**src/i2c_pkg.sv**
```systemverilog
/*
 * I2C master shared definitions
 * Bus widths, transfer direction and engine state encodings
 */

package i2c_pkg;

    parameter int ADDR_W = 7;       // 7-bit target address
    parameter int DATA_W = 8;       // One data byte

    // Matches the R/W bit sent after the address
    typedef enum logic {
        DIR_WRITE = 1'b0,
        DIR_READ  = 1'b1
    } i2c_dir_e;

    // Bit engine states, one bus bit period each
    typedef enum logic [3:0] {
        ST_IDLE,        // Bus free, SCL and SDA high
        ST_START,       // SDA falls while SCL high
        ST_ADDR,        // Address plus R/W, MSB first
        ST_ADDR_ACK,    // Target ACK after address
        ST_WDATA,       // Write byte, MSB first
        ST_WDATA_ACK,   // Target ACK after write byte
        ST_RDATA,       // Read byte from target
        ST_MNACK,       // Master NACK ends the read
        ST_STOP         // SDA rises while SCL high
    } i2c_state_e;

endpackage
```
**src/i2c_ifs.sv**
```systemverilog
/*
 * Internal request and response bundles of the I2C master
 * Request runs capture to engine, response runs engine to result register
 */

`timescale 1ns/10ps

interface i2c_req_if;

    logic                        valid;   // One-cycle request pulse
    logic [i2c_pkg::ADDR_W-1:0] addr;    // Target address
    i2c_pkg::i2c_dir_e           dir;     // Write or read
    logic [i2c_pkg::DATA_W-1:0] wdata;   // Byte to write

    modport source (output valid, addr, dir, wdata);
    modport sink   (input  valid, addr, dir, wdata);

endinterface

interface i2c_rsp_if;

    logic                        done;     // One-cycle completion pulse
    logic [i2c_pkg::DATA_W-1:0] rx_data;  // Received byte
    logic                        addr_ack; // Target acked address
    logic                        data_ack; // Target acked write byte

    modport source (output done, rx_data, addr_ack, data_ack);
    modport sink   (input  done, rx_data, addr_ack, data_ack);

endinterface

```
**src/i2c_master_top.sv**
```systemverilog
/*
 * Single-byte I2C master
 * Strobe request in, one bus transaction, results out with a done pulse
 */

`timescale 1ns/10ps

module i2c_master_top #(
    parameter int DIVIDE = 4                        // clk cycles per quarter bit
) (
    input  logic                        clk,
    input  logic                        rst,
    input  logic                        start,
    input  logic [i2c_pkg::ADDR_W-1:0] addr,
    input  logic                        rw,
    input  logic [i2c_pkg::DATA_W-1:0] wdata,
    output logic                        busy,
    output logic                        done,
    output logic [i2c_pkg::DATA_W-1:0] rx_data,
    output logic                        addr_ack,
    output logic                        data_ack,
    output logic                        scl,
    output logic                        sda_pull_low,
    input  logic                        sda_in
);

    i2c_req_if req_bus ();
    i2c_rsp_if rsp_bus ();

    logic tick;
    logic run;

    i2c_req_capture i_i2c_req_capture (
        .clk       (clk),
        .rst       (rst),
        .start     (start),
        .addr      (addr),
        .rw        (rw),
        .wdata     (wdata),
        .xfer_done (rsp_bus.done),                  // Busy drops with top-level done
        .busy      (busy),
        .req       (req_bus.source)
    );

    i2c_tick_gen #(
        .DIVIDE (DIVIDE)
    ) i_i2c_tick_gen (
        .clk  (clk),
        .rst  (rst),
        .run  (run),
        .tick (tick)
    );

    i2c_bit_engine i_i2c_bit_engine (
        .clk          (clk),
        .rst          (rst),
        .tick         (tick),
        .run          (run),
        .req          (req_bus.sink),
        .rsp          (rsp_bus.source),
        .scl          (scl),
        .sda_pull_low (sda_pull_low),
        .sda_in       (sda_in)
    );

    i2c_result_reg i_i2c_result_reg (
        .clk      (clk),
        .rst      (rst),
        .rsp      (rsp_bus.sink),
        .done     (done),
        .rx_data  (rx_data),
        .addr_ack (addr_ack),
        .data_ack (data_ack)
    );

endmodule

```
**src/i2c_result_reg.sv**
```systemverilog
/*
 * I2C result register
 * Latches received byte and ACK flags on completion, pulses done
 */

`timescale 1ns/10ps

module i2c_result_reg (
    input  logic                        clk,
    input  logic                        rst,
    i2c_rsp_if.sink                     rsp,
    output logic                        done,
    output logic [i2c_pkg::DATA_W-1:0] rx_data,
    output logic                        addr_ack,
    output logic                        data_ack
);

    always_ff @(posedge clk or posedge rst) begin
        if (rst) begin
            done     <= 1'b0;
            rx_data  <= '0;
            addr_ack <= 1'b0;
            data_ack <= 1'b0;
        end else begin
            done <= rsp.done;               // One cycle behind the engine
            if (rsp.done) begin
                rx_data  <= rsp.rx_data;    // Engine keeps old byte on writes
                addr_ack <= rsp.addr_ack;
                data_ack <= rsp.data_ack;
            end
        end
    end

endmodule

```
**src/i2c_bit_engine.sv**
```systemverilog
/*
 * I2C bit engine
 * Runs one transaction per request, START to STOP, with SCL and SDA control
 * Four ticks per bit, SCL low in quarters 0-1 and high in 2-3
 */

`timescale 1ns/10ps

module i2c_bit_engine (
    input  logic       clk,
    input  logic       rst,
    input  logic       tick,            // Quarter-bit strobe
    output logic       run,             // High from request until done
    i2c_req_if.sink    req,
    i2c_rsp_if.source  rsp,
    output logic       scl,             // Push-pull clock
    output logic       sda_pull_low,    // Open-drain data, 1 pulls low
    input  logic       sda_in           // Resolved bus data
);

    i2c_pkg::i2c_state_e         state;
    logic [1:0]                  qtr;        // Quarter within bit period
    logic [2:0]                  bit_cnt;    // Bits left in byte
    logic [i2c_pkg::DATA_W-1:0]  tx_sh;      // Outgoing shifter
    logic [i2c_pkg::DATA_W-1:0]  rx_sh;      // Incoming shifter
    logic [i2c_pkg::DATA_W-1:0]  wdata_q;
    i2c_pkg::i2c_dir_e           dir_q;
    logic                        addr_ack_q;
    logic                        data_ack_q;
    logic                        done_q;
    logic                        sda_pull_nxt;
    logic                        sample_pt;  // Start of quarter 2
    logic                        period_end; // End of quarter 3
    logic                        accept;

    assign run        = (state != i2c_pkg::ST_IDLE);
    assign accept     = (state == i2c_pkg::ST_IDLE) && req.valid;
    assign sample_pt  = tick && (qtr == 2'd1);
    assign period_end = tick && (qtr == 2'd3);

    // SCL follows the quarter counter, held high around START
    assign scl = (state == i2c_pkg::ST_IDLE || state == i2c_pkg::ST_START) ? 1'b1 : qtr[1];

    // SDA target, registered so it moves one clk after SCL
    always_comb begin
        case (state)
            i2c_pkg::ST_START: sda_pull_nxt = qtr[1];             // Fall with SCL high
            i2c_pkg::ST_ADDR,
            i2c_pkg::ST_WDATA: sda_pull_nxt = ~tx_sh[i2c_pkg::DATA_W-1];
            i2c_pkg::ST_STOP:  sda_pull_nxt = (qtr != 2'd3);      // Rise in last quarter
            default:           sda_pull_nxt = 1'b0;               // Released, target drives
        endcase
    end

    // Transaction FSM and control flags
    always_ff @(posedge clk or posedge rst) begin
        if (rst) begin
            state        <= i2c_pkg::ST_IDLE;
            qtr          <= 2'd0;
            bit_cnt      <= 3'd0;
            addr_ack_q   <= 1'b0;
            data_ack_q   <= 1'b0;
            done_q       <= 1'b0;
            sda_pull_low <= 1'b0;
            rx_sh        <= '0;
        end else begin
            done_q       <= 1'b0;
            sda_pull_low <= sda_pull_nxt;
            if (state == i2c_pkg::ST_IDLE) begin
                qtr <= 2'd0;
                if (req.valid) begin
                    state      <= i2c_pkg::ST_START;
                    addr_ack_q <= 1'b0;
                    data_ack_q <= 1'b0;
                end
            end else if (tick) begin
                qtr <= qtr + 2'd1;
                if (sample_pt) begin
                    case (state)
                        i2c_pkg::ST_ADDR_ACK:  addr_ack_q <= ~sda_in;  // ACK is low
                        i2c_pkg::ST_WDATA_ACK: data_ack_q <= ~sda_in;
                        i2c_pkg::ST_RDATA:     rx_sh <= {rx_sh[i2c_pkg::DATA_W-2:0], sda_in};
                        default: ;
                    endcase
                end
                if (period_end) begin
                    case (state)
                        i2c_pkg::ST_START: begin
                            state   <= i2c_pkg::ST_ADDR;
                            bit_cnt <= 3'd7;
                        end
                        i2c_pkg::ST_ADDR, i2c_pkg::ST_WDATA, i2c_pkg::ST_RDATA: begin
                            bit_cnt <= bit_cnt - 3'd1;
                            if (bit_cnt == 3'd0) begin
                                case (state)
                                    i2c_pkg::ST_ADDR:  state <= i2c_pkg::ST_ADDR_ACK;
                                    i2c_pkg::ST_WDATA: state <= i2c_pkg::ST_WDATA_ACK;
                                    default:           state <= i2c_pkg::ST_MNACK;
                                endcase
                            end
                        end
                        i2c_pkg::ST_ADDR_ACK: begin
                            bit_cnt <= 3'd7;
                            if (!addr_ack_q)
                                state <= i2c_pkg::ST_STOP;      // Address NACK
                            else if (dir_q == i2c_pkg::DIR_WRITE)
                                state <= i2c_pkg::ST_WDATA;
                            else
                                state <= i2c_pkg::ST_RDATA;
                        end
                        i2c_pkg::ST_WDATA_ACK,
                        i2c_pkg::ST_MNACK: state <= i2c_pkg::ST_STOP;
                        default: begin                          // ST_STOP
                            state  <= i2c_pkg::ST_IDLE;
                            done_q <= 1'b1;
                        end
                    endcase
                end
            end
        end
    end

    // Request payload and outgoing shifter
    always_ff @(posedge clk) begin
        if (accept) begin
            tx_sh   <= {req.addr, req.dir};     // Address byte with R/W
            wdata_q <= req.wdata;
            dir_q   <= req.dir;
        end else if (period_end) begin
            if (state == i2c_pkg::ST_ADDR_ACK)
                tx_sh <= wdata_q;               // Ready for data phase
            else if (state == i2c_pkg::ST_ADDR || state == i2c_pkg::ST_WDATA)
                tx_sh <= {tx_sh[i2c_pkg::DATA_W-2:0], 1'b0};
        end
    end

    assign rsp.done     = done_q;
    assign rsp.rx_data  = rx_sh;    // Unchanged unless a read ran
    assign rsp.addr_ack = addr_ack_q;
    assign rsp.data_ack = data_ack_q;

endmodule

```
**src/i2c_tick_gen.sv**
```systemverilog
/*
 * Quarter-bit tick generator
 * One tick per DIVIDE clk cycles while a transaction runs
 */

`timescale 1ns/10ps

module i2c_tick_gen #(
    parameter int DIVIDE = 4            // clk cycles per quarter SCL period
) (
    input  logic clk,
    input  logic rst,
    input  logic run,                   // Engine active
    output logic tick
);

    localparam int CNT_W = (DIVIDE > 1) ? $clog2(DIVIDE) : 1;

    logic [CNT_W-1:0] cnt;

    assign tick = run && (cnt == CNT_W'(DIVIDE - 1));

    always_ff @(posedge clk or posedge rst) begin
        if (rst)
            cnt <= '0;
        else if (!run || tick)
            cnt <= '0;                  // Held at zero when idle, aligns first quarter
        else
            cnt <= cnt + 1'b1;
    end

endmodule

```
**src/i2c_req_capture.sv**
```systemverilog
/*
 * I2C request capture
 * Takes a start strobe when idle, holds the request and keeps busy
 */

`timescale 1ns/10ps

module i2c_req_capture (
    input  logic                        clk,
    input  logic                        rst,
    input  logic                        start,     // Request strobe
    input  logic [i2c_pkg::ADDR_W-1:0] addr,
    input  logic                        rw,        // 0 write, 1 read
    input  logic [i2c_pkg::DATA_W-1:0] wdata,
    input  logic                        xfer_done, // Transaction finished
    output logic                        busy,
    i2c_req_if.source                   req
);

    logic take;     // Accepted request this cycle

    assign take = start && !busy;   // Starts while busy are dropped

    // Control state
    always_ff @(posedge clk or posedge rst) begin
        if (rst) begin
            busy      <= 1'b0;
            req.valid <= 1'b0;
        end else begin
            req.valid <= take;          // Pulses with busy rising
            if (take)
                busy <= 1'b1;
            else if (xfer_done)
                busy <= 1'b0;           // Drops with top-level done
        end
    end

    // Request payload, held for the engine
    always_ff @(posedge clk) begin
        if (take) begin
            req.addr  <= addr;
            req.dir   <= i2c_pkg::i2c_dir_e'(rw);
            req.wdata <= wdata;
        end
    end

endmodule

```
**config.mk**
```make
export PLATFORM = sky130hd
export DESIGN_NAME = i2c_master_top
export DESIGN_NICKNAME = d
export VERILOG_FILES = /design/src/i2c_pkg.sv /design/src/i2c_ifs.sv /design/src/i2c_master_top.sv /design/src/i2c_result_reg.sv /design/src/i2c_bit_engine.sv /design/src/i2c_tick_gen.sv /design/src/i2c_req_capture.sv
export SDC_FILE = /design/constraint.sdc
export NUM_CORES = 1
export LEC_CHECK = 0
export BUFFER_PORTS_ARGS = -buffer_cell sky130_fd_sc_hd__buf_4
export CAP_MARGIN = 5
export CORE_MARGIN = 5
export CORE_UTILIZATION = 30
export DETAILED_ROUTE_END_ITERATION = 8
export PLACE_DENSITY = 0.54
export SETUP_SLACK_MARGIN = 0.2
export SYNTH_ARGS = -nofsm -noshare
export SYNTH_HDL_FRONTEND = slang
export SYNTH_HIERARCHICAL = 1
export SYNTH_SLANG_ARGS = --single-unit
```
**constraint.sdc**
```tcl
create_clock -name clk -period 3.7 [get_ports clk]
set_clock_uncertainty 0.2 [all_clocks]
set_input_delay 0.37 -clock clk [delete_from_list [all_inputs] [get_ports clk]]
set_output_delay 0.37 -clock clk [all_outputs]
set_load 0.01 [all_outputs]
```
==> impl_results.md, run 1 <==
* Status: complete, no violations
* Slew Viols, Final at 0
* Leak at 1.51 nW
* #FFs+latches synth at 69
* Max Buffers Root-to-Sink at 2
* Initial DRT Pass Iterations at 4
* Slowest stage delay, CP at 570 ps
* Chip height at 109 um
* Worst Tran Pin Value at 826 ps
* ANT nets after route at 0
* CTS tree: built
* Worst path cell trace: nor4_4 > inv_2 > and2_2 > and4_1 > nand2_1 > mux2_2
* First-pass GRT wire length at 8250 um
* Hpwl dp at 3150 um
* WS Path Type: flop to flop
* GRT Util Overall at 9.30%
* Min-Delay Path Class: input port to flop
* Routed len/inst at 12.2 um
* P&R area growth vs syn at 25.3%
* Final hold vios at 0
* Slew HR at 44.9%
* Fmax at 386 MHz
* DRC Markers at 0
* Top-area cell type share of the netlist area at 34.0%
* Final net count at 280
* Slowest cell on the critical path: dfrtp_1
* Total number of vias at 1658
* Max FO, Critical Path at 14
* Die width at 109 um
* Mapped Cells at 199
* Via-per-instance ratio at 4.22
* Minimum clock period at 2590 ps
* Arrival time at the worst endpoint at 2610 ps
* Initial DRC count at 139
* # setup viols final at 0
* Clock slew at the register clock pins of the worst setup and hold paths at 80 ps
* Peak supply drop at 231 uV
* Die area at 0.0118 mm^2
* Largest net degree at the start of global routing at 25
* Row cnt at 36
* Share of post-route cells with drive strength above 1 at 30.8%
* Worst skew pair latency at 340 ps
* Max Cap Viol at 0
* CP Capture Type: flop
* Mapped Area at 0.00291 mm^2
* Placer Congestion at 0.833
* Antenna Cells at 0
* Tcrit/Tclk final at 70.0%
* Sequential fraction of the synthesis area at 64.9%
* TritonCTS Buffers at 9
* Setup TNS Final at 0 ps
* H-tree levels at 3
* Worst endpoint required time at 3720 ps
* Syn_area_per_cell at 14.6 um^2
* Fill cells at 942
* Number of global-route vias before repair at 1673
* Post-Syn Nets at 224
* Largest area contributor in the netlist: edfxtp_1
* Ys Warns at 6
* Most area-consuming cells after synthesis: edfxtp_1, dfrtp_1, mux2_4
* PortBufs at 33
* Initial Util at 30.2%
* Distinct cells, synth at 45
* Setup bufs post-CTS at 0
* Post-synth EDFFs at 33
* Most used DFF post-synth: dfrtp_1
* Clk sinks at 69
* Asr flop ratio synth at 52.2%
* Smallest hold slack at 40.9 ps
* Routed wire length at 4780 um
* Critical path startpoint category: flop
* Clock root cell: clkbuf_8
* Overflow after GRT at 0
* Power Dens Cells at 436 mW/mm^2
* Initial antenna violation count at 0
* IO Count at 34
* RSZ-0062 raised after global routing: false
* Core area at 0.00964 mm^2
## cells in the final DEF (no fill, tap or decap), drive strengths merged, types with 2 or more instances in the layout
master,count
a2111oi,2
clkinvlp,2
dlygate4sd3,17
dfrtp,36
mux2i,11
nand2b,2
clkbuf,9
nor2b,4
ha,5
o31ai,2
a211oi,2
mux2,20
nand2,16
inv,15
and2,2
nor2,9
buf,36
o21ai,14
edfxtp,33
nand3,2
a21oi,3
## registers in the layout (all words and copies together), names as in the netlist, 2 cells and up
register                      cells
i_i2c_req_capture/req.wdata       8
i_i2c_bit_engine/rsp.rx_data      8
i_i2c_bit_engine/wdata_q          8
i_i2c_tick_gen/cnt                2
i_i2c_bit_engine/bit_cnt          3
i_i2c_result_reg/rx_data          8
i_i2c_bit_engine/state            4
i_i2c_bit_engine/tx_sh            8
i_i2c_bit_engine/qtr              2
i_i2c_req_capture/req.addr        7
## critical path: cells and delay by family (launching register included)
kind	cells	cell delay, ps
buffers and inverters	1	120
flip-flops	1	570
multiplexers	1	370
AND/OR/NAND/NOR	4	1190
## what timing repair did
item	in CTS	in global routing
hold buffers	17	0
endpoints found under the hold margin	31	0
gates resized for setup	0	0
## path summary, 6_finish.rpt
path | from | end | slack [ps] | depth (start not counted)
worst max-delay path | i_i2c_bit_engine/state[3] | i_i2c_bit_engine/rsp.rx_data[6] | 1110 | 6
worst min-delay path | sda_in | i_i2c_bit_engine/rsp.addr_ack | 40 | 2
worst max register to register | i_i2c_bit_engine/state[3] | i_i2c_bit_engine/rsp.rx_data[6] | 1110 | 6
worst min register to register | i_i2c_req_capture/req.wdata[0] | i_i2c_bit_engine/wdata_q[0] | 230 | 0
max in group asynchronous | rst | i_i2c_bit_engine/rsp.rx_data[7] | 2210 | 3
min in group asynchronous | rst | i_i2c_req_capture/busy | 260 | 3
## synthesized netlist by cell type (all sizes together) (3+ instances only)
| cell type | instances |
|---|---|
| dfrtp | 36 |
| edfxtp | 33 |
| mux2 | 20 |
| nand2 | 16 |
| o21ai | 14 |
| inv | 11 |
| mux2i | 11 |
| nor2 | 9 |
| ha | 5 |
| buf | 4 |
| clkbuf | 4 |
| nor2b | 4 |
| a21oi | 3 |
## cell families (layout without fill, tap and decap cells)
group	Yosys count	count (layout)	share of synthesized area, %
and+or+nand+nor	43	43	7.90
DFF	69	69	64.9
buffers and inverters	19	80	3.82
muxes	31	31	13.4
adders and majority gates	5	5	2.15
AOI/OAI and AO/OA	31	31	7.56
xor gates and xnor gates	1	1	0.301
## metrics by stage
stage / power (mW) / instance area [um^2] / util (%) / std cells / setup slack, ps
floorplan: 0.931 / 2910 / - / 199 / 1350
global placement: 0.966 / 3280 / 34.0 / 360 / 1140
detailed placement: 0.967 / 3280 / 34.0 / 360 / 1130
CTS: 1.62 / 3650 / 37.9 / 393 / 1110
global route: 1.67 / 3650 / 37.9 / 393 / 909
finish: 1.59 / 3650 / 37.9 / 393 / 1110
## power breakdown
part	switching, mW	internal (mW)	total [mW]
clock network	0.308	0.319	0.627
logic	0.0539	0.0659	0.120
registers	0.0226	0.821	0.844
total	0.385	1.21	1.59
## layer usage
layer  vias up  wire, um  global-route usage [%]
li1        835         -                       -
met1       781      2250                    11.7
met3        10       224                    3.64
met4         0        99                    4.60
met5         -         0                       0
met2        32      2210                    13.9
## cell type report
type                            instances  area (um^2)  share of cell area, %
Timing Repair Buffer                   53          440                   12.1
Clock buffer                            9          124                   3.39
Inverter                               11         41.3                   1.13
Sequential cell                        69         1890                   51.8
Clock inverter                          7         77.6                   2.12
Tap cell                              133          166                   4.56
Multi-Input combinational cell        111          911                   24.9
(Power assumes the default switching activity.)
==> inputs of run 2 (changes only) <==
- PLACE_DENSITY: 0.54 -> 0.55
- clock period: 3.7 -> 2.25 ns (I/O delays scaled with it)
==> impl_results.md, run 2 (synthesis gave the netlist of run 1 again) <==
* Status: complete, no violations
* Chip height at 109 um (unchanged)
* Reg-to-Reg End: i_i2c_bit_engine/state[0]
* Initial antenna violation count at 0 (unchanged)
* P&R area growth vs syn at 33.4%
* # setup viols final at 0 (unchanged)
* Clk sinks at 69 (unchanged)
* Placer Congestion at 0.747 (-10%)
* Worst Tran Pin Value at 695 ps (-131 ps)
* Arrival time at the worst endpoint at 2020 ps (-590 ps)
* Antenna Cells at 0 (unchanged)
* Setup TNS Final at 0 ps (unchanged)
* CP bufs+invs at 1 (unchanged)
* Clock root cell: clkbuf_8
* First-pass GRT wire length at 8640 um (+4.8%)
* Finished Layout Cells at 408 (+3.8%)
* Slowest stage delay, CP at 450 ps (-120 ps)
* Largest net degree at the start of global routing at 25 (unchanged)
* Smallest hold slack at 116 ps (+75.2 ps)
* Overflow after GRT at 0 (unchanged)
* Number of global-route vias before repair at 1801 (+7.7%)
* Commonest non-fill, non-tap cell in the layout: buf_4
* Via-per-instance ratio at 4.28 (+1.6%)
* Final net count at 295 (+5.4%)
* Placed Instances at 368 (+2.2%)
* Die area at 0.0118 mm^2 (unchanged)
* Initial DRC count at 46 (-67%)
* H-tree levels at 3 (unchanged)
* Minimum clock period at 2000 ps (-596 ps)
* TritonCTS Buffers at 9 (unchanged)
* Routed wire length at 5280 um (+11%)
* Core area at 0.00964 mm^2 (unchanged)
* Total number of vias at 1748 (+5.4%)
* Clock slew at the register clock pins of the worst setup and hold paths at 70 ps (about the same)
* CP Capture Type: flop
* Worst skew pair latency at 340 ps (about the same)
* Share of post-route cells with drive strength above 1 at 36.7% (+6.0 points)
* Slowest cell on the critical path: dfrtp_2
* Final hold vios at 0 (unchanged)
* Initial DRT Pass Iterations at 4 (unchanged)
* Design Power at 2.84 mW (+78%)
* Register-to-Register Path Depth at 6 (unchanged)
* Worst setup margin at 254 ps (-854 ps)
* Min-Delay Path Class: input port to asynchronous set/reset pin
* Max FO, Critical Path at 7 (-7)
* Worst path cell trace: nor4_4 > inv_2 > and2_4 > o311a_4 > mux2i_4 > mux2_4
* Slew HR at 53.7% (+8.8 points)
* Hpwl dp at 3550 um (+13%)
* DRC Markers at 0 (unchanged)
* Fmax at 501 MHz (+30%)
* GRT Util Overall at 9.64% (+0.34 points)
* Max Buffers Root-to-Sink at 2 (unchanged)
* Peak supply drop at 412 uV (+79%)
* ANT nets after route at 0 (unchanged)
* Initial Util at 30.2% (unchanged)
* Leak at 1.65 nW (+9.4%)
* Max Cap Viol at 0 (unchanged)
* Die width at 109 um (unchanged)
* Post-place setup slack at 195 ps (-932 ps)
* Row cnt at 36 (unchanged)
* Worst reg-to-reg setup slack at 250 ps (-850 ps)
* Power Dens Cells at 730 mW/mm^2 (+67%)
* Tcrit/Tclk final at 88.7% (+19 points)
* IO Count at 34 (unchanged)
* Worst endpoint required time at 2270 ps (-1450 ps)
* Most frequent cells in the layout: buf_4, edfxtp_1, dfrtp_1
* Delay-heaviest family, CP: multiplexers
* CTS tree: built
* RSZ-0062 raised after global routing: false
* Routed len/inst at 13.0 um (+6.5%)
* Slew Viols, Final at 0 (unchanged)
* WS Path Type: flop to flop
* Reg-to-Reg Start: i_i2c_bit_engine/state[3]
* Critical path startpoint category: flop
* PortBufs at 33 (unchanged)
==> run 2: layout make-up <==
cell class | count | area [um^2]
Timing Repair Buffer | 68 | 558
Multi-Input combinational cell | 111 | 977
Sequential cell | 69 | 1900
Fill cell | 931 | 5750
Tap cell | 133 | 166
Clock buffer | 9 | 124
Inverter | 11 | 43.8
Clock inverter | 7 | 121
==> run 2: timing repair <==
| action | in CTS | in global routing |
|---|---|---|
| gates resized for setup | 2 | 5 |
| pin swaps | 0 | 2 |
| hold buffers | 19 | 0 |
| endpoints found under the setup margin | 4 | 17 |
| setup buffers | 0 | 5 |
| hold endpoints to repair | 55 | 0 |
==> run 2: through the flow <==
stage | instance area, um^2 | util [%]
2_1_floorplan | 2980 | -
3_3_place_gp | 3400 | 35.3
3_5_place_dp | 3400 | 35.3
4_1_cts | 3840 | 39.9
5_1_grt | 3890 | 40.3
6_report | 3890 | 40.3
==> run 2: power breakdown <==
part           total, mW  leakage, nW  internal [mW]  switching [mW]
logic              0.240        0.751          0.131           0.109
registers           1.38        0.776           1.35          0.0262
clock network       1.22        0.124          0.741           0.477
total               2.84         1.65           2.22           0.612
==> run 2: layer usage <==
metal	share of wire (%)	up-vias	global-route usage [%]
met5	0	-	0
met4	1.6	0	3.97
met3	5.1	9	3.34
met2	50	42	16.2
met1	43	841	11.3
li1	-	856	-
==> run 2: worst max-delay path by stage <==
stage / end / from / slack [ps] / cells after the start
global placement: i_i2c_bit_engine/tx_sh[3] / i_i2c_bit_engine/state[1] / 240 / 5
CTS: i_i2c_bit_engine/state[0] / i_i2c_bit_engine/state[1] / 210 / 6
finish: i_i2c_bit_engine/state[0] / i_i2c_bit_engine/state[3] / 250 / 6
floorplan: i_i2c_bit_engine/state[0] / i_i2c_bit_engine/state[0] / 90 / 7
global route: i_i2c_bit_engine/state[0] / i_i2c_bit_engine/state[3] / 210 / 6
detailed placement: i_i2c_bit_engine/tx_sh[2] / i_i2c_bit_engine/state[2] / 190 / 5
==> run 2: worst reg2reg max path: stages, from the launching register on <==
cell and delay, ps:
dfrtp_2 450, nor4_4 320, inv_2 60, and2_4 170
o311a_4 140, mux2i_4 220, mux2_4 320
